$ cat src/rtl/eink_pixel_pkg.sv
package eink_pixel_pkg;

    // Pixel state word from video memory
    // Mode 15..12, stage 11..10, frame counter 9..4, previous value 3..0
    typedef logic [15:0] pixel_state_t;
    // Pixel value, bit 3 set means light
    typedef logic [3:0]  pixel_t;
    // Per-pixel frame counter
    typedef logic [5:0]  frame_cnt_t;
    // Global operation frame counter
    typedef logic [10:0] op_frame_t;
    // Panel drive code
    typedef logic [1:0]  drive_t;
    typedef logic [7:0]  op_cmd_t;
    typedef logic [7:0]  op_param_t;
    // Controller operating state
    typedef logic [1:0]  op_state_t;

    // Fast grey stages held in state bits 11..10
    typedef enum logic [1:0] {
        stage_done = 2'd0,
        stage_mono = 2'd1,
        stage_hold = 2'd2,
        stage_grey = 2'd3
    } grey_stage_e;

    // Mode field values
    localparam logic [3:0] MODE_FAST_MONO = 4'd8;
    localparam logic [3:0] MODE_FAST_GREY = 4'd11;

    // Drive codes
    localparam drive_t DRIVE_NONE  = 2'd0;
    localparam drive_t DRIVE_BLACK = 2'd1;
    localparam drive_t DRIVE_WHITE = 2'd2;

    // External operation command and controller state
    localparam op_cmd_t   OP_EXT_SETMODE = 8'd1;
    localparam op_state_t OP_INIT        = 2'd1;

    // Set-mode parameters that are kept
    localparam op_param_t SETMODE_FAST_MONO = 8'd2;
    localparam op_param_t SETMODE_FAST_GREY = 8'd5;

    // Fast mono transition lengths
    localparam frame_cnt_t FASTM_B2W_FRAMES = 6'd10;
    localparam frame_cnt_t FASTM_W2B_FRAMES = 6'd10;

    // Fast grey lengths
    localparam frame_cnt_t FASTG_HOLDOFF_FRAMES = 6'd10;
    localparam frame_cnt_t FASTG_B2G_FRAMES     = 6'd1;
    localparam frame_cnt_t FASTG_W2G_FRAMES     = 6'd1;
    localparam frame_cnt_t FASTG_LG2B_FRAMES    = 6'd8;
    localparam frame_cnt_t FASTG_DG2B_FRAMES    = 6'd5;
    localparam frame_cnt_t FASTG_LG2W_FRAMES    = 6'd5;
    localparam frame_cnt_t FASTG_DG2W_FRAMES    = 6'd8;

    // Fast mono, idle, previous value white
    localparam pixel_state_t INITIAL_STATE = {MODE_FAST_MONO, 2'b00, 6'd0, 4'd1};
    // Fast grey, settled, previous value 3
    localparam pixel_state_t SETMODE_GREY_STATE = {MODE_FAST_GREY, stage_done, 6'd0, 4'd3};

    // Input forced in during a set-mode clear
    localparam pixel_t CLEAR_PIXEL = 4'd3;

endpackage

$ cat src/rtl/eink_pixel_top.sv
module eink_pixel_top (
    input  logic                          clk,
    input  logic                          reset,
    input  logic                          in_req,
    input  eink_pixel_pkg::pixel_state_t  in_state,
    input  eink_pixel_pkg::pixel_t        in_pixel,
    input  logic                          op_valid,
    input  eink_pixel_pkg::op_cmd_t       op_cmd,
    input  eink_pixel_pkg::op_param_t     op_param,
    input  eink_pixel_pkg::op_state_t     op_state,
    input  eink_pixel_pkg::op_frame_t     op_framecnt,
    output logic                          in_ack,
    output logic                          out_req,
    input  logic                          out_ack,
    output eink_pixel_pkg::pixel_state_t  out_state,
    output eink_pixel_pkg::drive_t        out_drive
);

    // Stage 1, captured item
    logic                         s1_valid;
    logic                         s1_stall;
    eink_pixel_pkg::pixel_state_t s1_state;
    eink_pixel_pkg::pixel_t       s1_pixel;
    logic                         s1_set_apply;
    logic                         s1_set_clear;
    eink_pixel_pkg::op_param_t    s1_op_param;
    logic                         s1_init;
    eink_pixel_pkg::op_frame_t    s1_op_framecnt;
    // Stage 2, waveform result
    logic                         s2_valid;
    logic                         s2_stall;
    eink_pixel_pkg::pixel_state_t s2_state;
    eink_pixel_pkg::drive_t       s2_drive;
    logic                         s2_set_apply;
    eink_pixel_pkg::op_param_t    s2_op_param;
    logic                         s2_init;
    eink_pixel_pkg::op_frame_t    s2_op_framecnt;
    // Stage 3, final result
    logic                         s3_valid;
    logic                         s3_stall;
    eink_pixel_pkg::pixel_state_t s3_state;
    eink_pixel_pkg::drive_t       s3_drive;

    pixel_intake u_intake (
        .clk(clk), .reset(reset), .in_req(in_req), .in_state(in_state),
        .in_pixel(in_pixel), .op_valid(op_valid), .op_cmd(op_cmd), .op_param(op_param),
        .op_state(op_state), .op_framecnt(op_framecnt), .in_ack(in_ack),
        .s1_valid(s1_valid), .s1_state(s1_state), .s1_pixel(s1_pixel),
        .s1_set_apply(s1_set_apply), .s1_set_clear(s1_set_clear),
        .s1_op_param(s1_op_param), .s1_init(s1_init),
        .s1_op_framecnt(s1_op_framecnt), .s1_stall(s1_stall)
    );

    waveform_step u_waveform (
        .clk(clk), .reset(reset), .s1_valid(s1_valid), .s1_state(s1_state),
        .s1_pixel(s1_pixel), .s1_set_apply(s1_set_apply), .s1_set_clear(s1_set_clear),
        .s1_op_param(s1_op_param), .s1_init(s1_init), .s1_op_framecnt(s1_op_framecnt),
        .s1_stall(s1_stall), .s2_valid(s2_valid), .s2_state(s2_state),
        .s2_drive(s2_drive), .s2_set_apply(s2_set_apply), .s2_op_param(s2_op_param),
        .s2_init(s2_init), .s2_op_framecnt(s2_op_framecnt), .s2_stall(s2_stall)
    );

    mode_override u_override (
        .clk(clk), .reset(reset), .s2_valid(s2_valid), .s2_state(s2_state),
        .s2_drive(s2_drive), .s2_set_apply(s2_set_apply), .s2_op_param(s2_op_param),
        .s2_init(s2_init), .s2_op_framecnt(s2_op_framecnt), .s2_stall(s2_stall),
        .s3_valid(s3_valid), .s3_state(s3_state), .s3_drive(s3_drive),
        .s3_stall(s3_stall)
    );

    result_sender u_sender (
        .clk(clk), .reset(reset), .s3_valid(s3_valid), .s3_state(s3_state),
        .s3_drive(s3_drive), .s3_stall(s3_stall), .out_req(out_req),
        .out_ack(out_ack), .out_state(out_state), .out_drive(out_drive)
    );

endmodule

$ cat src/rtl/mode_override.sv
module mode_override (
    input  logic                          clk,
    input  logic                          reset,
    input  logic                          s2_valid,
    input  eink_pixel_pkg::pixel_state_t  s2_state,
    input  eink_pixel_pkg::drive_t        s2_drive,
    input  logic                          s2_set_apply,
    input  eink_pixel_pkg::op_param_t     s2_op_param,
    input  logic                          s2_init,
    input  eink_pixel_pkg::op_frame_t     s2_op_framecnt,
    output logic                          s2_stall,
    output logic                          s3_valid,
    output eink_pixel_pkg::pixel_state_t  s3_state,
    output eink_pixel_pkg::drive_t        s3_drive,
    input  logic                          s3_stall
);

    eink_pixel_pkg::pixel_state_t nxt_state;
    eink_pixel_pkg::drive_t       nxt_drive;
    logic                         load;

    always_comb begin
        nxt_state = s2_state;
        nxt_drive = s2_drive;
        // Set-mode apply loads the preset, unknown params get the initial state
        if (s2_set_apply) begin
            case (s2_op_param)
                eink_pixel_pkg::SETMODE_FAST_MONO: nxt_state = eink_pixel_pkg::INITIAL_STATE;
                eink_pixel_pkg::SETMODE_FAST_GREY: nxt_state = eink_pixel_pkg::SETMODE_GREY_STATE;
                default:                           nxt_state = eink_pixel_pkg::INITIAL_STATE;
            endcase
        end
        // Init pattern over a 128 frame round
        // 0..7 and 64..71 idle, then black in the low half, white in the high half
        if (s2_init) begin
            nxt_state = eink_pixel_pkg::INITIAL_STATE;
            if (s2_op_framecnt[5:3] == 3'b000) begin
                nxt_drive = eink_pixel_pkg::DRIVE_NONE;
            end else if (!s2_op_framecnt[6]) begin
                nxt_drive = eink_pixel_pkg::DRIVE_BLACK;
            end else begin
                nxt_drive = eink_pixel_pkg::DRIVE_WHITE;
            end
        end
    end

    assign load     = !s3_valid || !s3_stall;
    assign s2_stall = s3_valid && s3_stall;

    always_ff @(posedge clk) begin
        if (reset) begin
            s3_valid <= 1'b0;
        end else if (load) begin
            s3_valid <= s2_valid;
        end
    end

    always_ff @(posedge clk) begin
        if (load && s2_valid) begin
            s3_state <= nxt_state;
            s3_drive <= nxt_drive;
        end
    end

endmodule

$ cat src/rtl/pixel_intake.sv
module pixel_intake (
    input  logic                          clk,
    input  logic                          reset,
    input  logic                          in_req,
    input  eink_pixel_pkg::pixel_state_t  in_state,
    input  eink_pixel_pkg::pixel_t        in_pixel,
    input  logic                          op_valid,
    input  eink_pixel_pkg::op_cmd_t       op_cmd,
    input  eink_pixel_pkg::op_param_t     op_param,
    input  eink_pixel_pkg::op_state_t     op_state,
    input  eink_pixel_pkg::op_frame_t     op_framecnt,
    output logic                          in_ack,
    output logic                          s1_valid,
    output eink_pixel_pkg::pixel_state_t  s1_state,
    output eink_pixel_pkg::pixel_t        s1_pixel,
    output logic                          s1_set_apply,
    output logic                          s1_set_clear,
    output eink_pixel_pkg::op_param_t     s1_op_param,
    output logic                          s1_init,
    output eink_pixel_pkg::op_frame_t     s1_op_framecnt,
    input  logic                          s1_stall
);

    // Four-phase receiver
    typedef enum logic {
        rx_idle,
        rx_ack
    } rx_state_e;

    rx_state_e rx_state;
    logic      s1_free;
    logic      take;
    logic      set_mode;
    logic      set_clear;

    // Register can take a new item when empty or draining
    assign s1_free = !s1_valid || !s1_stall;
    assign take    = (rx_state == rx_idle) && in_req && s1_free;
    assign in_ack  = (rx_state == rx_ack);

    // Set-mode with a running frame counter is the clear pass
    assign set_mode  = op_valid && (op_cmd == eink_pixel_pkg::OP_EXT_SETMODE);
    assign set_clear = set_mode && (op_framecnt != '0);

    always_ff @(posedge clk) begin
        if (reset) begin
            rx_state <= rx_idle;
            s1_valid <= 1'b0;
        end else begin
            case (rx_state)
                rx_idle: if (take) rx_state <= rx_ack;
                // Hold ack until the source drops its request
                rx_ack:  if (!in_req) rx_state <= rx_idle;
                default: rx_state <= rx_idle;
            endcase
            if (take) begin
                s1_valid <= 1'b1;
            end else if (!s1_stall) begin
                s1_valid <= 1'b0;
            end
        end
    end

    always_ff @(posedge clk) begin
        if (take) begin
            s1_state       <= in_state;
            s1_pixel       <= set_clear ? eink_pixel_pkg::CLEAR_PIXEL : in_pixel;
            s1_set_apply   <= set_mode && (op_framecnt == '0);
            s1_set_clear   <= set_clear;
            s1_op_param    <= op_param;
            s1_init        <= (op_state == eink_pixel_pkg::OP_INIT);
            s1_op_framecnt <= op_framecnt;
        end
    end

endmodule

$ cat src/rtl/result_sender.sv
module result_sender (
    input  logic                          clk,
    input  logic                          reset,
    input  logic                          s3_valid,
    input  eink_pixel_pkg::pixel_state_t  s3_state,
    input  eink_pixel_pkg::drive_t        s3_drive,
    output logic                          s3_stall,
    output logic                          out_req,
    input  logic                          out_ack,
    output eink_pixel_pkg::pixel_state_t  out_state,
    output eink_pixel_pkg::drive_t        out_drive
);

    // Four-phase sender
    typedef enum logic [1:0] {
        tx_empty,
        tx_load,
        tx_req,
        tx_release
    } tx_state_e;

    tx_state_e tx_state;

    assign out_req  = (tx_state == tx_req);
    // Busy from load until the sink has dropped its ack
    assign s3_stall = (tx_state != tx_empty);

    always_ff @(posedge clk) begin
        if (reset) begin
            tx_state  <= tx_empty;
            out_state <= '0;
            out_drive <= eink_pixel_pkg::DRIVE_NONE;
        end else begin
            case (tx_state)
                tx_empty: begin
                    if (s3_valid) begin
                        tx_state  <= tx_load;
                        out_state <= s3_state;
                        out_drive <= s3_drive;
                    end
                end
                // Data settles one cycle before the request
                tx_load:    tx_state <= tx_req;
                tx_req:     if (out_ack) tx_state <= tx_release;
                tx_release: if (!out_ack) tx_state <= tx_empty;
                default:    tx_state <= tx_empty;
            endcase
        end
    end

endmodule

$ cat src/rtl/waveform_step.sv
module waveform_step (
    input  logic                          clk,
    input  logic                          reset,
    input  logic                          s1_valid,
    input  eink_pixel_pkg::pixel_state_t  s1_state,
    input  eink_pixel_pkg::pixel_t        s1_pixel,
    input  logic                          s1_set_apply,
    input  logic                          s1_set_clear,
    input  eink_pixel_pkg::op_param_t     s1_op_param,
    input  logic                          s1_init,
    input  eink_pixel_pkg::op_frame_t     s1_op_framecnt,
    output logic                          s1_stall,
    output logic                          s2_valid,
    output eink_pixel_pkg::pixel_state_t  s2_state,
    output eink_pixel_pkg::drive_t        s2_drive,
    output logic                          s2_set_apply,
    output eink_pixel_pkg::op_param_t     s2_op_param,
    output logic                          s2_init,
    output eink_pixel_pkg::op_frame_t     s2_op_framecnt,
    input  logic                          s2_stall
);

    eink_pixel_pkg::grey_stage_e  stage;
    eink_pixel_pkg::frame_cnt_t   cnt;
    eink_pixel_pkg::frame_cnt_t   cnt_dec;
    eink_pixel_pkg::frame_cnt_t   cnt_turn;
    eink_pixel_pkg::pixel_t       prev;
    eink_pixel_pkg::pixel_t       vin;
    eink_pixel_pkg::drive_t       drive_in;
    eink_pixel_pkg::pixel_state_t nxt_state;
    eink_pixel_pkg::drive_t       nxt_drive;
    logic                         is_grey;
    logic                         load;

    // Field split of the state word
    assign stage   = eink_pixel_pkg::grey_stage_e'(s1_state[11:10]);
    assign cnt     = s1_state[9:4];
    assign prev    = s1_state[3:0];
    assign cnt_dec = cnt - 6'd1;
    // Input pixel, already the clear pixel on a clear pass
    assign vin      = s1_pixel;
    assign drive_in = vin[3] ? eink_pixel_pkg::DRIVE_WHITE : eink_pixel_pkg::DRIVE_BLACK;
    // Reversal mid-transition mirrors the count
    assign cnt_turn = vin[3] ? (eink_pixel_pkg::FASTM_B2W_FRAMES - cnt + 6'd2)
                             : (eink_pixel_pkg::FASTM_W2B_FRAMES - cnt + 6'd2);

    // Unknown modes fall back to fast mono
    assign is_grey = (s1_state[15:12] == eink_pixel_pkg::MODE_FAST_GREY);

    always_comb begin
        nxt_state = s1_state;
        nxt_drive = eink_pixel_pkg::DRIVE_NONE;
        if (!is_grey) begin
            // Fast mono, cancellable
            if (vin[3] != prev[0]) begin
                nxt_drive = drive_in;
                if (cnt != '0) begin
                    nxt_state = {s1_state[15:10], cnt_turn, 3'b000, vin[3]};
                end else begin
                    nxt_state = {s1_state[15:10], eink_pixel_pkg::FASTM_B2W_FRAMES, 3'b000, vin[3]};
                end
            end else if (cnt != '0) begin
                nxt_drive = drive_in;
                nxt_state = {s1_state[15:10], cnt_dec, prev};
            end
        end else if ((stage == eink_pixel_pkg::stage_done) ||
                     (stage == eink_pixel_pkg::stage_hold)) begin
            if (vin[3:2] != prev[1:0]) begin
                // New target, start the mono stage from the table
                nxt_drive = drive_in;
                case ({vin[3], prev[1:0]})
                    3'b110:  nxt_state[9:4] = eink_pixel_pkg::FASTG_LG2W_FRAMES;
                    3'b101:  nxt_state[9:4] = eink_pixel_pkg::FASTG_DG2W_FRAMES;
                    3'b010:  nxt_state[9:4] = eink_pixel_pkg::FASTG_LG2B_FRAMES;
                    3'b001:  nxt_state[9:4] = eink_pixel_pkg::FASTG_DG2B_FRAMES;
                    default: nxt_state[9:4] = eink_pixel_pkg::FASTM_B2W_FRAMES;
                endcase
                nxt_state[11:10] = eink_pixel_pkg::stage_mono;
                nxt_state[3:0]   = {2'b00, vin[3:2]};
            end else if (stage == eink_pixel_pkg::stage_hold) begin
                if (cnt != '0) begin
                    nxt_state[9:4] = cnt_dec;
                end else if (prev[1:0] == 2'b10) begin
                    nxt_state = {s1_state[15:12], eink_pixel_pkg::stage_grey,
                                 eink_pixel_pkg::FASTG_W2G_FRAMES, prev};
                end else if (prev[1:0] == 2'b01) begin
                    nxt_state = {s1_state[15:12], eink_pixel_pkg::stage_grey,
                                 eink_pixel_pkg::FASTG_B2G_FRAMES, prev};
                end else begin
                    // Pure black or white needs no grey pass
                    nxt_state = {s1_state[15:12], eink_pixel_pkg::stage_done, 6'd0, 2'b00, vin[3:2]};
                end
            end
        end else if (stage == eink_pixel_pkg::stage_mono) begin
            nxt_drive = drive_in;
            if (vin[3:2] != prev[1:0]) begin
                nxt_state = {s1_state[15:12], eink_pixel_pkg::stage_mono, cnt_turn, 2'b00, vin[3:2]};
            end else if (cnt == '0) begin
                nxt_state = {s1_state[15:12], eink_pixel_pkg::stage_hold,
                             eink_pixel_pkg::FASTG_HOLDOFF_FRAMES, prev};
            end else begin
                nxt_state[9:4] = cnt_dec;
            end
        end else begin
            // Grey stage ignores the input and drives back from the old value
            nxt_drive = prev[1] ? eink_pixel_pkg::DRIVE_BLACK : eink_pixel_pkg::DRIVE_WHITE;
            if (cnt == '0) begin
                nxt_state = {s1_state[15:12], eink_pixel_pkg::stage_done, 6'd0, prev};
            end else begin
                nxt_state[9:4] = cnt_dec;
            end
        end
    end

    assign load     = !s2_valid || !s2_stall;
    assign s1_stall = s2_valid && s2_stall;

    always_ff @(posedge clk) begin
        if (reset) begin
            s2_valid <= 1'b0;
        end else if (load) begin
            s2_valid <= s1_valid;
        end
    end

    always_ff @(posedge clk) begin
        if (load && s1_valid) begin
            s2_state       <= nxt_state;
            s2_drive       <= nxt_drive;
            s2_set_apply   <= s1_set_apply;
            s2_op_param    <= s1_op_param;
            s2_init        <= s1_init;
            s2_op_framecnt <= s1_op_framecnt;
        end
    end

endmodule

$ cat config.mk
export PLATFORM = sky130hd
export DESIGN_NAME = eink_pixel_top
export DESIGN_NICKNAME = d
export VERILOG_FILES = /design/src/rtl/eink_pixel_pkg.sv /design/src/rtl/eink_pixel_top.sv /design/src/rtl/mode_override.sv /design/src/rtl/pixel_intake.sv /design/src/rtl/result_sender.sv /design/src/rtl/waveform_step.sv
export SDC_FILE = /design/constraint.sdc
export NUM_CORES = 1
export LEC_CHECK = 0
export ABC_CLOCK_PERIOD_IN_PS = 3300
export CORE_MARGIN = 2
export CORE_UTILIZATION = 35
export CTS_BUF_LIST = sky130_fd_sc_hd__clkbuf_16
export CTS_CLUSTER_SIZE = 16
export DETAILED_ROUTE_END_ITERATION = 7
export DONT_BUFFER_PORTS = 1
export GPL_TIMING_DRIVEN = 0
export PLACE_DENSITY = 0.62
export RECOVER_POWER = 100
export REMOVE_ABC_BUFFERS = 1
export SYNTH_ARGS = -nofsm -noshare
export SYNTH_HDL_FRONTEND = slang
export SYNTH_SLANG_ARGS = --single-unit
$ cat constraint.sdc
create_clock -name clk -period 3.3 [get_ports clk]
set_input_delay 0.33 -clock clk [delete_from_list [all_inputs] [get_ports clk]]
set_output_delay 0.33 -clock clk [all_outputs]
set_load 0.1 [all_outputs]
==> metrics.md, run 1 <==
| Metric | Value |
|---|---|
| Post-Synth XOR/XNOR Area | `less than 1%` |
| Final Hold Viols | `0` |
| Share of layout cells above drive strength 1 | `6.12%` |
| CTS root buf | `clkbuf_16` |
| Reg2Reg Depth | `7` |
| First-pass GRT wire length | `approximately 14,000 um` |
| GRT overflow | `0` |
| Buffer count from post-CTS setup fixing | `0` |
| CP required | `3.35 ns` |
| Core box area | `approximately 0.013 mm2` |
| Clk Latency, worst-skew pair | `between 0.3 and 0.4 ns` |
| Vias | `2,915` |
| R2R Setup Slk | `between 0.3 and 0.4 ns` |
| Max_slew headroom | `-9.17%` |
| Drt via density | `~5` |
| Initial antenna violation count | `0` |
| Post-synthesis async set-or-reset flop share | `0%` |
| CP Max Fanout | `9` |
| Port Buf Inserts | `0` |
| Yosys top cell area share | `~53%` |
| P per Cell Area | `roughly 570 mW/mm2` |
| Routed length per instance | `about 15 um` |
| Min-delay worst type | `input pin to register` |
| Max-slew violation count | `33` |
| Clk pin slew, worst setup/hold paths | `0.07 ns` |
| RSZ-0062 raised after global routing | `false` |
| Max rail drop VDD | `around 0.34 mV` |
| Drt drc | `0` |
| Dpl hpwl | `6120 um` |
| Row Count | `42` |
| CTS tree | `yes` |
| Adder-cell area share of the yosys netlist | `under 10%` |
| Leakage | `between 1.5 and 2 nW` |
| Setup violators final | `0` |
| Post-synthesis sequential area ratio | `a little over three fifths` |
| NumNets Final | `around 450` |
| Synth Register Bits | `106` |
| Synth Instances | `roughly 400` |
| Post-Syn Area | `between 0.004 and 0.005 mm2` |
| Cts bufs inserted | `9` |
| IO Count | `74` |
| Most instantiated cells after synthesis | `edfxtp_1, nand2_1, a21oi_1, dfxtp_1, nor2_1` |
| # diodes | `0` |
| Failing checks | `max-capacitance violations, max-slew violations` |
| Simple-Gate Fraction of Synth Area | `15.2%` |
| CTS resizes | `0` |
| Largest family of logic cells by synthesized area | `simple AND/OR/NAND/NOR gates` |
| Die ar. | `roughly 0.014 mm2` |
| MaxCap Viol Count | `1` |
| Worst Setup End Kind | `register` |
| Die W | `between 100 and 150 um` |
| Largest net degree at the start of global routing | `33` |
| Initial DRC count | `approximately 160` |
| Overall Global Routing Usage | `between 10% and 20%` |
| Critical path class | `register to register` |
| Post-synthesis mux area share | `roughly 2.2%` |
| Mapped Avg Cell Area | `11.9 um2` |
| Post-synth EDFFs | `82` |
| Iteration count of the initial detailed-routing pass | `4` |
| CP Launch Type | `register` |
| Clock tree buffer depth | `2` |
| Power, Total | `just under 3 mW` |
| Post-DRT Antenna Nets | `0` |
| Vias in the first global route | `~2,800` |
| Cell count of the worst hold path | `1` |
| GPL Wtd Cong | `approximately 0.85` |
| Run status | `complete, but fails checks` |
| CTS Hold Bufs | `0` |
| Setup TNS | `0 ns` |
| Top-count cell post-synth | `edfxtp_1` |
| Initial Util | `between 30% and 40%` |
| Final Cycle Share | `roughly nine tenths` |
| Final wirelength | `8530 um` |
| Ys flop type | `edfxtp_1` |
| H-tree depth | `3` |
| P&R area growth vs syn | `8.92%` |
| Synth top area cells | `edfxtp_1, dfxtp_1, nand2_1` |
| Max Clk Rate | `341 MHz` |
| Worst slew pin tran | `between 1.5 and 2 ns` |
| Core Util, Final | `38.6%` |
| Clock sink count | `106` |
| Filler cells | `between 1,000 and 1,500` |
| Leading area contributor after synthesis | `edfxtp_1` |
| Arr. time, crit path | `just under 3 ns` |
| Synth Area in Compound Gates | `12.4%` |
| Yosys cell types | `62` |
| Chip Height | `~120 um` |
| Crit path time final | `just under 3 ns` |
| Ys Warns | `0` |
| Final Skew | `0.00661 ns` |
==> final cells by class <==
class	count	area [um2]	area share, %
clock buffer	9	225	4.44
multi-input combinational	254	1560	30.8
clock inverter	7	62.6	1.23
sequential	106	2940	58.0
timing repair buffer	2	8.76	0.173
inverter	14	52.6	1.04
tap	176	220	4.34
==> cell families after synthesis <==
logic type	count (synthesis)
adder cells (fa/ha/maj)	10
multiplexers	10
buffers and inverters	31
AND/OR/NAND/NOR	137
AO/OA/AOI/OAI	92
flip-flops	106
XOR/XNOR	5
==> per-layer routing <==
layer  vias to the layer above  global-route usage, %  wire, um  share of wire, %
met5                         -                      0         0                 0
li1                       1435                      -         -                 -
met2                       109                   20.1      3910                46
met3                         9                   4.45       576               6.7
met4                         0                   3.09       114               1.3
met1                      1362                   16.2      3940                46
==> sequential cells by signal, summed over array words and instances, names as in the netlist, 4 cells and up <==
register,cells
u_intake.s1_op_framecnt,4
u_waveform.s2_op_param,8
u_waveform.s2_state,16
u_sender.out_state,16
u_intake.s1_state,16
u_intake.s1_op_param,8
u_waveform.s2_op_framecnt,4
u_override.s3_state,16
==> final timing paths <==
path	from	endpoint
setup / recovery	u_intake.s1_state[4]	u_waveform.s2_state[7]
hold reg to reg	u_intake.s1_op_framecnt[5]	u_waveform.s2_op_framecnt[5]
setup reg to reg	u_intake.s1_state[4]	u_waveform.s2_state[7]
hold / removal	reset	u_sender.out_state[10]
==> where the power goes <==
group          internal, mW  leakage (nW)  switching [mW]
Sequential             1.51         0.965           0.114
Clock                 0.526         0.143           0.474
Combinational        0.0913         0.571           0.170
Total                  2.13          1.68           0.758
==> placed cells by master (no fill, tap or decap), types with 3 or more instances in the layout <==
| cell type | instances |
|---|---|
| a211oi_1 | 4 |
| a21o_1 | 4 |
| a21oi_1 | 36 |
| a31oi_1 | 4 |
| and2_0 | 11 |
| and2_1 | 4 |
| clkbuf_16 | 9 |
| dfxtp_1 | 24 |
| edfxtp_1 | 82 |
| ha_1 | 10 |
| inv_1 | 13 |
| mux2i_1 | 8 |
| nand2_1 | 49 |
| nand2b_1 | 3 |
| nand3_1 | 12 |
| nor2_1 | 19 |
| nor2b_1 | 6 |
| nor3_1 | 8 |
| nor3b_1 | 3 |
| nor4_1 | 4 |
| o211ai_1 | 3 |
| o21ai_0 | 15 |
| o22ai_1 | 7 |
| xnor2_1 | 4 |
==> metrics by stage <==
stage | cells | cell area (um2) | hold slack (ns) | setup slack, ns
floorplan | 374 | 4550 | 0.399 | -0.251
global placement | 550 | 4770 | 0.403 | -1.07
detailed placement | 552 | 4840 | 0.404 | 0.404
CTS | 568 | 5130 | 0.0367 | 0.379
global route | 568 | 5070 | 0.0250 | 0.160
finish | 568 | 5070 | 0.0490 | 0.369
==> critical path: stages (launching register included) <==
cell	delay (ns)
edfxtp_1	0.54
inv_1	0.14
ha_1	0.33
nor3b_1	0.59
a2111o_1	0.24
a211oi_1	0.07
a2111oi_0	0.52
a32oi_1	0.22
No activity file was read; power rests on OpenSTA's default activity.
==> run 2, diff against run 1 <==
- PLACE_DENSITY: 0.62 -> not set
- PLACE_DENSITY_LB_ADDON: not set -> 0.05
==> metrics.md, run 2 (same netlist as run 1, synthesis figures left out) <==
| Metric | Value |
|---|---|
| Run status | `completed` |
| MaxCap Viol Count | `0 (-1)` |
| Overall Global Routing Usage | `12.8% (+0.29 points)` |
| First-pass GRT wire length | `13,900 um (-0.63%)` |
| DR WL met3 | `518 um (-10%)` |
| Leakage | `1.68 nW (+0.39%)` |
| Setup violators final | `0 (unchanged)` |
| Worst slew pin tran | `1.44 ns (-0.197 ns)` |
| Clock sink count | `106 (unchanged)` |
| P&R area growth vs syn | `9.13%` |
| Place WS | `0.529 ns (+0.124 ns)` |
| Most frequent cells in the layout | `edfxtp_1, nand2_1, a21oi_1, dfxtp_1, nor2_1` |
| Die ar. | `0.0142 mm2 (unchanged)` |
| GRT overflow | `0 (unchanged)` |
| GPL Wtd Cong | `0.815 (-4.5%)` |
| Max-slew violation count | `0 (-100%)` |
| Post-Layout Inst Area | `0.00508 mm2 (+0.20%)` |
| Max_slew headroom | `3.76% (+13 points)` |
| CTS tree | `yes` |
| Largest net degree at the start of global routing | `27 (-18%)` |
| Int Pwr | `2.17 mW (+2.0%)` |
| Non-filler cells, final | `568 (unchanged)` |
| Buffer count from post-CTS setup fixing | `0 (unchanged)` |
| Drt via density | `5.02 (-2.1%)` |
| Comb pwr share | `8.9% (-0.2 points)` |
| Die W | `119 um (unchanged)` |
| Crit path time final | `2.90 ns (-0.0335 ns)` |
| Chip Height | `119 um (unchanged)` |
| Final Cycle Share | `87.8% (-1.0 points)` |
| Final setup margin | `0.403 ns (+0.0335 ns)` |
| H-tree depth | `3 (unchanged)` |
| Filler cells | `1,297 (+0.15%)` |
| Share of layout cells above drive strength 1 | `6.63% (+0.51 points)` |
| Vias | `2,853 (-2.1%)` |
| Largest stage delay, worst path | `0.52 ns (-0.07 ns)` |
| Post-DRT Antenna Nets | `0 (unchanged)` |
| Worst Setup End Kind | `register` |
| Routed length per instance | `15.4 um (+2.4%)` |
| Initial Util | `35.4% (unchanged)` |
| Initial DRC count | `200 (+23%)` |
| CTS Hold Bufs | `0 (unchanged)` |
| Placed Cells incl. Taps | `552 (unchanged)` |
| Setup crit start | `u_intake.s1_state[4]` |
| Clk pin slew, worst setup/hold paths | `0.07 ns (about the same)` |
| Cts bufs inserted | `9 (unchanged)` |
| Area taken by multi-input logic gates | `0.00156 mm2 (-0.32%)` |
| CTS resizes | `0 (unchanged)` |
| Core box area | `0.0131 mm2 (unchanged)` |
| Port Buf Inserts | `0 (unchanged)` |
| Clk Latency, worst-skew pair | `0.35 ns (about the same)` |
| Levels on crit path | `9 (+2)` |
| Clock tree buffer depth | `2 (unchanged)` |
| Reg area | `0.00294 mm2 (unchanged)` |
| CP Max Fanout | `9 (unchanged)` |
| CTS root buf | `clkbuf_16` |
| Routed length on met1 | `4240 um (+7.7%)` |
| Critical Path Sink | `u_waveform.s2_state[4]` |
| Delay-heaviest family, CP | `simple AND/OR/NAND/NOR gates` |
| Wire length on met2 | `3880 um (-0.74%)` |
| CP max-delay cell | `edfxtp_1` |
| Max Clk Rate | `345 MHz (+1.2%)` |
| Register share of total power | `55.3% (-1.1 points)` |
| IO Count | `74 (unchanged)` |
| Final Skew | `0.00885 ns (+0.00224 ns)` |
| P per Cell Area | `578 mW/mm2 (+1.5%)` |
| Worst hold slack | `0.0386 ns (-0.0104 ns)` |
| Reg2Reg Depth | `9 (+2)` |
| R2R Setup Slk | `0.40 ns (+0.03 ns)` |
| Total net switching power | `0.765 mW (+0.88%)` |
| Worst Path Buf+Inv | `2 (+1)` |
| Clock Power Share | `35.8% (+1.2 points)` |
| Power, Total | `2.94 mW (+1.7%)` |
| Initial antenna violation count | `0 (unchanged)` |
| Commonest non-fill, non-tap cell in the layout | `edfxtp_1` |
| Row Count | `42 (unchanged)` |
| Drt drc | `0 (unchanged)` |
| Arr. time, crit path | `2.99 ns (about the same)` |
| Min-delay worst type | `input pin to register` |
| # diodes | `0 (unchanged)` |
| Dpl hpwl | `6040 um (-1.2%)` |
| Max rail drop VDD | `0.271 mV (-21%)` |
| Placed Area | `0.00485 mm2 (about the same)` |
| Final wirelength | `8740 um (+2.4%)` |
| Hold path start | `reset` |
| CP Launch Type | `register` |
| Switching Share | `26.0% (-0.22 points)` |
| Cell Chain, Critical Path | `inv_1, ha_1, or3b_1, nor2_4, inv_1, ha_1, mux2i_1, a21oi_1, a22o_1` |
| Iteration count of the initial detailed-routing pass | `4 (unchanged)` |
| R2r endpoint | `u_waveform.s2_state[4]` |
| Vias in the first global route | `2,674 (-5.0%)` |
| RSZ-0062 raised after global routing | `false` |
| Critical path class | `register to register` |
| NumNets Final | `451 (unchanged)` |
| Reg2reg start | `u_intake.s1_state[4]` |
| Final Hold Viols | `0 (unchanged)` |
| CP required | `3.40 ns (+0.05 ns)` |
| Top sig layer | `met4` |
## run 2: cell count changes in the layout (fill, tap and decap cells not counted), sizes merged
| cell | previous run | this run |
|---|---|---|
| clkbuf | 11 | 12 |
| clkinv | 5 | 2 |
| clkinvlp | 0 | 1 |
| inv | 16 | 17 |
## run 2: final cells by class
cell class,count,share of cell area [%]
clock inverters,6,1.01
flip-flops and latches,106,57.9
inverters,14,1.03
repair buffers,2,0.197
clock buffers,10,4.92
multi-input cells,254,30.6
well taps,176,4.33
## run 2: worst register-to-register path: cells and delay by family (launching register included)
kind                     cells  cell delay (ns)
AND/OR/NAND/NOR              2             0.76
adder cells (fa/ha/maj)      2             0.57
flip-flops                   1             0.52
AO/OA/AOI/OAI                2             0.36
buffers and inverters        2             0.33
multiplexers                 1             0.13
## run 2: worst min-delay path by stage
stage | end | slack (ns) | cells past startpoint
global route | u_sender.out_state[4] | 0.02 | 1
global placement | u_sender.out_state[8] | 0.40 | 1
floorplan | u_intake.s1_valid | 0.40 | 1
detailed placement | u_sender.out_state[7] | 0.40 | 1
CTS | u_sender.out_state[7] | 0.02 | 1
finish | u_sender.out_state[7] | 0.04 | 1
## run 2: per-stage QoR
| step | utilization, % | TNS, ns |
|---|---|---|
| 2_1_floorplan | - | -8.04 |
| 5_1_grt | 38.7 | 0 |
| 6_report | 38.7 | 0 |
| 3_5_place_dp | 36.9 | 0 |
| 3_3_place_gp | 36.3 | -63.99 |
| 4_1_cts | 39.2 | 0 |
## run 2: routing by layer
layer | global-route usage (%) | vias up
met2 | 19.2 | 105
met3 | 4.36 | 8
met1 | 17.3 | 1298
li1 | - | 1442
met4 | 4.49 | 0
met5 | 0 | -
## run 2: power groups by stage
| stage | Combinational [mW] | Sequential, mW | Clock, mW |
|---|---|---|---|
| finish | 0.260 | 1.63 | 1.05 |
| global route | 0.294 | 1.63 | 1.14 |
| CTS | 0.273 | 1.63 | 1.10 |
| detailed placement | 0.272 | 1.66 | 0 |
| global placement | 0.258 | 1.66 | 0 |
| floorplan | 0.210 | 1.64 | 0 |
==> run 3, diff against run 2 <==
- RECOVER_POWER: 100 -> not set
==> metrics.md, run 3 (same netlist as run 1, synthesis figures left out) <==
| Metric | Value |
|---|---|
| Run status | `completed` |
| Initial DRC count | `160 (-20%)` |
| Total net switching power | `0.767 mW (+0.37%)` |
| GRT overflow | `0 (unchanged)` |
| CTS root buf | `clkbuf_16` |
| Dpl hpwl | `6040 um (unchanged)` |
| Initial Util | `35.4% (unchanged)` |
| Reg2reg start | `u_intake.s1_state[4]` |
| Non-filler cells, final | `568 (unchanged)` |
| Max Clk Rate | `350 MHz (+1.5%)` |
| Switching Share | `26.0% (about the same)` |
| Place WS | `0.529 ns (unchanged)` |
| Buffer count from post-CTS setup fixing | `0 (unchanged)` |
| GPL Wtd Cong | `0.815 (unchanged)` |
| Routed length per instance | `15.4 um (+0.27%)` |
| Overall Global Routing Usage | `12.8% (unchanged)` |
| Final Cycle Share | `86.5% (-1.3 points)` |
| Worst Path Buf+Inv | `1 (-1)` |
| Die W | `119 um (unchanged)` |
| Max-slew violation count | `0 (unchanged)` |
| Final setup margin | `0.446 ns (+0.0436 ns)` |
| Core Util, Final | `39.2% (+0.50 points)` |
| Max_slew headroom | `31.1% (+27 points)` |
| Final Skew | `0.00891 ns (+0.0000608 ns)` |
| Drt via density | `5.00 (-0.53%)` |
| Initial antenna violation count | `0 (unchanged)` |
| Share of layout cells above drive strength 1 | `7.91% (+1.3 points)` |
| Core box area | `0.0131 mm2 (unchanged)` |
| Cell count of the worst hold path | `1 (unchanged)` |
| Largest net degree at the start of global routing | `27 (unchanged)` |
| Cell Chain, Critical Path | `inv_1, ha_1, nor3b_1, a2111o_1, a211oi_1, a2111oi_0, a32oi_1` |
| Worst hold slack | `0.0388 ns (+0.000167 ns)` |
| First-pass GRT wire length | `13,900 um (unchanged)` |
| Placed Cells incl. Taps | `552 (unchanged)` |
| Vias | `2,838 (-0.53%)` |
| Setup TNS | `0 ns (unchanged)` |
| Delay-heaviest family, CP | `compound AO/OA/AOI/OAI gates` |
| Row Count | `42 (unchanged)` |
| Comb pwr share | `9.1% (+0.2 points)` |
| Vias in the first global route | `2,674 (unchanged)` |
| Drt drc | `0 (unchanged)` |
| CTS tree | `yes` |
| Register share of total power | `55.1% (-0.2 points)` |
| Final Hold Viols | `0 (unchanged)` |
| Post-DRT Antenna Nets | `0 (unchanged)` |
| Chip Height | `119 um (unchanged)` |
| Most frequent cells in the layout | `edfxtp_1, nand2_1, a21oi_1, dfxtp_1, nor2_1` |
| Levels on crit path | `7 (-2)` |
| CP required | `3.36 ns (-0.04 ns)` |
| Port Buf Inserts | `0 (unchanged)` |
| R2r endpoint | `u_waveform.s2_state[7]` |
| Clock sink count | `106 (unchanged)` |
| Int Pwr | `2.18 mW (+0.32%)` |
| Max rail drop VDD | `0.273 mV (+0.54%)` |
| Cts bufs inserted | `9 (unchanged)` |
| Setup violators final | `0 (unchanged)` |
| Crit path time final | `2.85 ns (-0.0436 ns)` |
| Placed Area | `0.00485 mm2 (unchanged)` |
| Reg2Reg Depth | `7 (-2)` |
| R2R Setup Slk | `0.45 ns (+0.04 ns)` |
| P&R area growth vs syn | `10.6%` |
| Clock tree buffer depth | `2 (unchanged)` |
| CTS Hold Bufs | `0 (unchanged)` |
| # diodes | `0 (unchanged)` |
| Setup crit start | `u_intake.s1_state[4]` |
| Clock Power Share | `35.7% (about the same)` |
| MaxCap Viol Count | `0 (unchanged)` |
| CP Max Fanout | `9 (unchanged)` |
| Worst Setup End Kind | `register` |
| Commonest non-fill, non-tap cell in the layout | `edfxtp_1` |
| Leakage | `1.71 nW (+1.5%)` |
| Final wirelength | `8770 um (+0.27%)` |
| IO Count | `74 (unchanged)` |
| Largest stage delay, worst path | `0.59 ns (+0.07 ns)` |
| Power, Total | `2.95 mW (+0.33%)` |
| CP max-delay cell | `nor3b_1` |
| Worst slew pin tran | `1.03 ns (-0.407 ns)` |
| Post-Layout Inst Area | `0.00515 mm2 (+1.3%)` |
| CTS resizes | `0 (unchanged)` |
| Die ar. | `0.0142 mm2 (unchanged)` |
| Clk pin slew, worst setup/hold paths | `0.07 ns (about the same)` |
| RSZ-0062 raised after global routing | `false` |
| Iteration count of the initial detailed-routing pass | `4 (unchanged)` |
| Filler cells | `1,290 (-0.54%)` |
| NumNets Final | `451 (unchanged)` |
| Arr. time, crit path | `2.91 ns (-0.08 ns)` |
| P per Cell Area | `573 mW/mm2 (-0.96%)` |
| Critical Path Sink | `u_waveform.s2_state[7]` |
| Clk Latency, worst-skew pair | `0.35 ns (about the same)` |
| Critical path class | `register to register` |
| CP Launch Type | `register` |
| H-tree depth | `3 (unchanged)` |
| Min-delay worst type | `input pin to register` |
-- run 3: cell count changes in the layout (fill, tap and decap cells not counted), sizes merged --
cell,change
buf,+2
clkbuf,-2
-- run 3: worst min-delay path by stage --
stage               slack, ns  start                    end
floorplan                0.40  reset      u_intake.s1_valid
global placement         0.40  reset  u_sender.out_state[8]
detailed placement       0.40  reset  u_sender.out_state[7]
CTS                      0.02  reset  u_sender.out_state[7]
global route             0.02  reset  u_sender.out_state[4]
finish                   0.04  reset  u_sender.out_state[4]
-- run 3: layout make-up --
class / count / area [um2] / area share, %
clock buffer: 10 / 250 / 4.86
clock inverter: 6 / 51.3 / 0.996
inverter: 14 / 52.6 / 1.02
multi-input combinational: 254 / 1580 / 30.8
sequential: 106 / 2940 / 57.2
tap: 176 / 220 / 4.28
timing repair buffer: 2 / 47.5 / 0.923
-- run 3: per-layer routing --
metal  vias up  routed length, um  track usage [%]
li1       1443                  -                -
met1      1298               4310             17.3
met2        89               3870             19.2
met3         8                486             4.36
met4         0                106             4.49
met5         -                  0                0
-- run 3: power by group through the flow --
stage / Combinational (mW) / Clock (mW) / Sequential, mW
5_1_grt: 0.305 / 1.14 / 1.63
6_report: 0.270 / 1.05 / 1.63
3_5_place_dp: 0.272 / 0 / 1.66
2_1_floorplan: 0.210 / 0 / 1.64
3_3_place_gp: 0.258 / 0 / 1.66
4_1_cts: 0.273 / 1.10 / 1.63
-- run 3: worst reg2reg max path, stage by stage, from the launching register on --
cell	delay (ns)
edfxtp_1	0.52
inv_1	0.13
ha_1	0.33
nor3b_1	0.59
a2111o_1	0.25
a211oi_1	0.07
a2111oi_0	0.46
a32oi_1	0.22
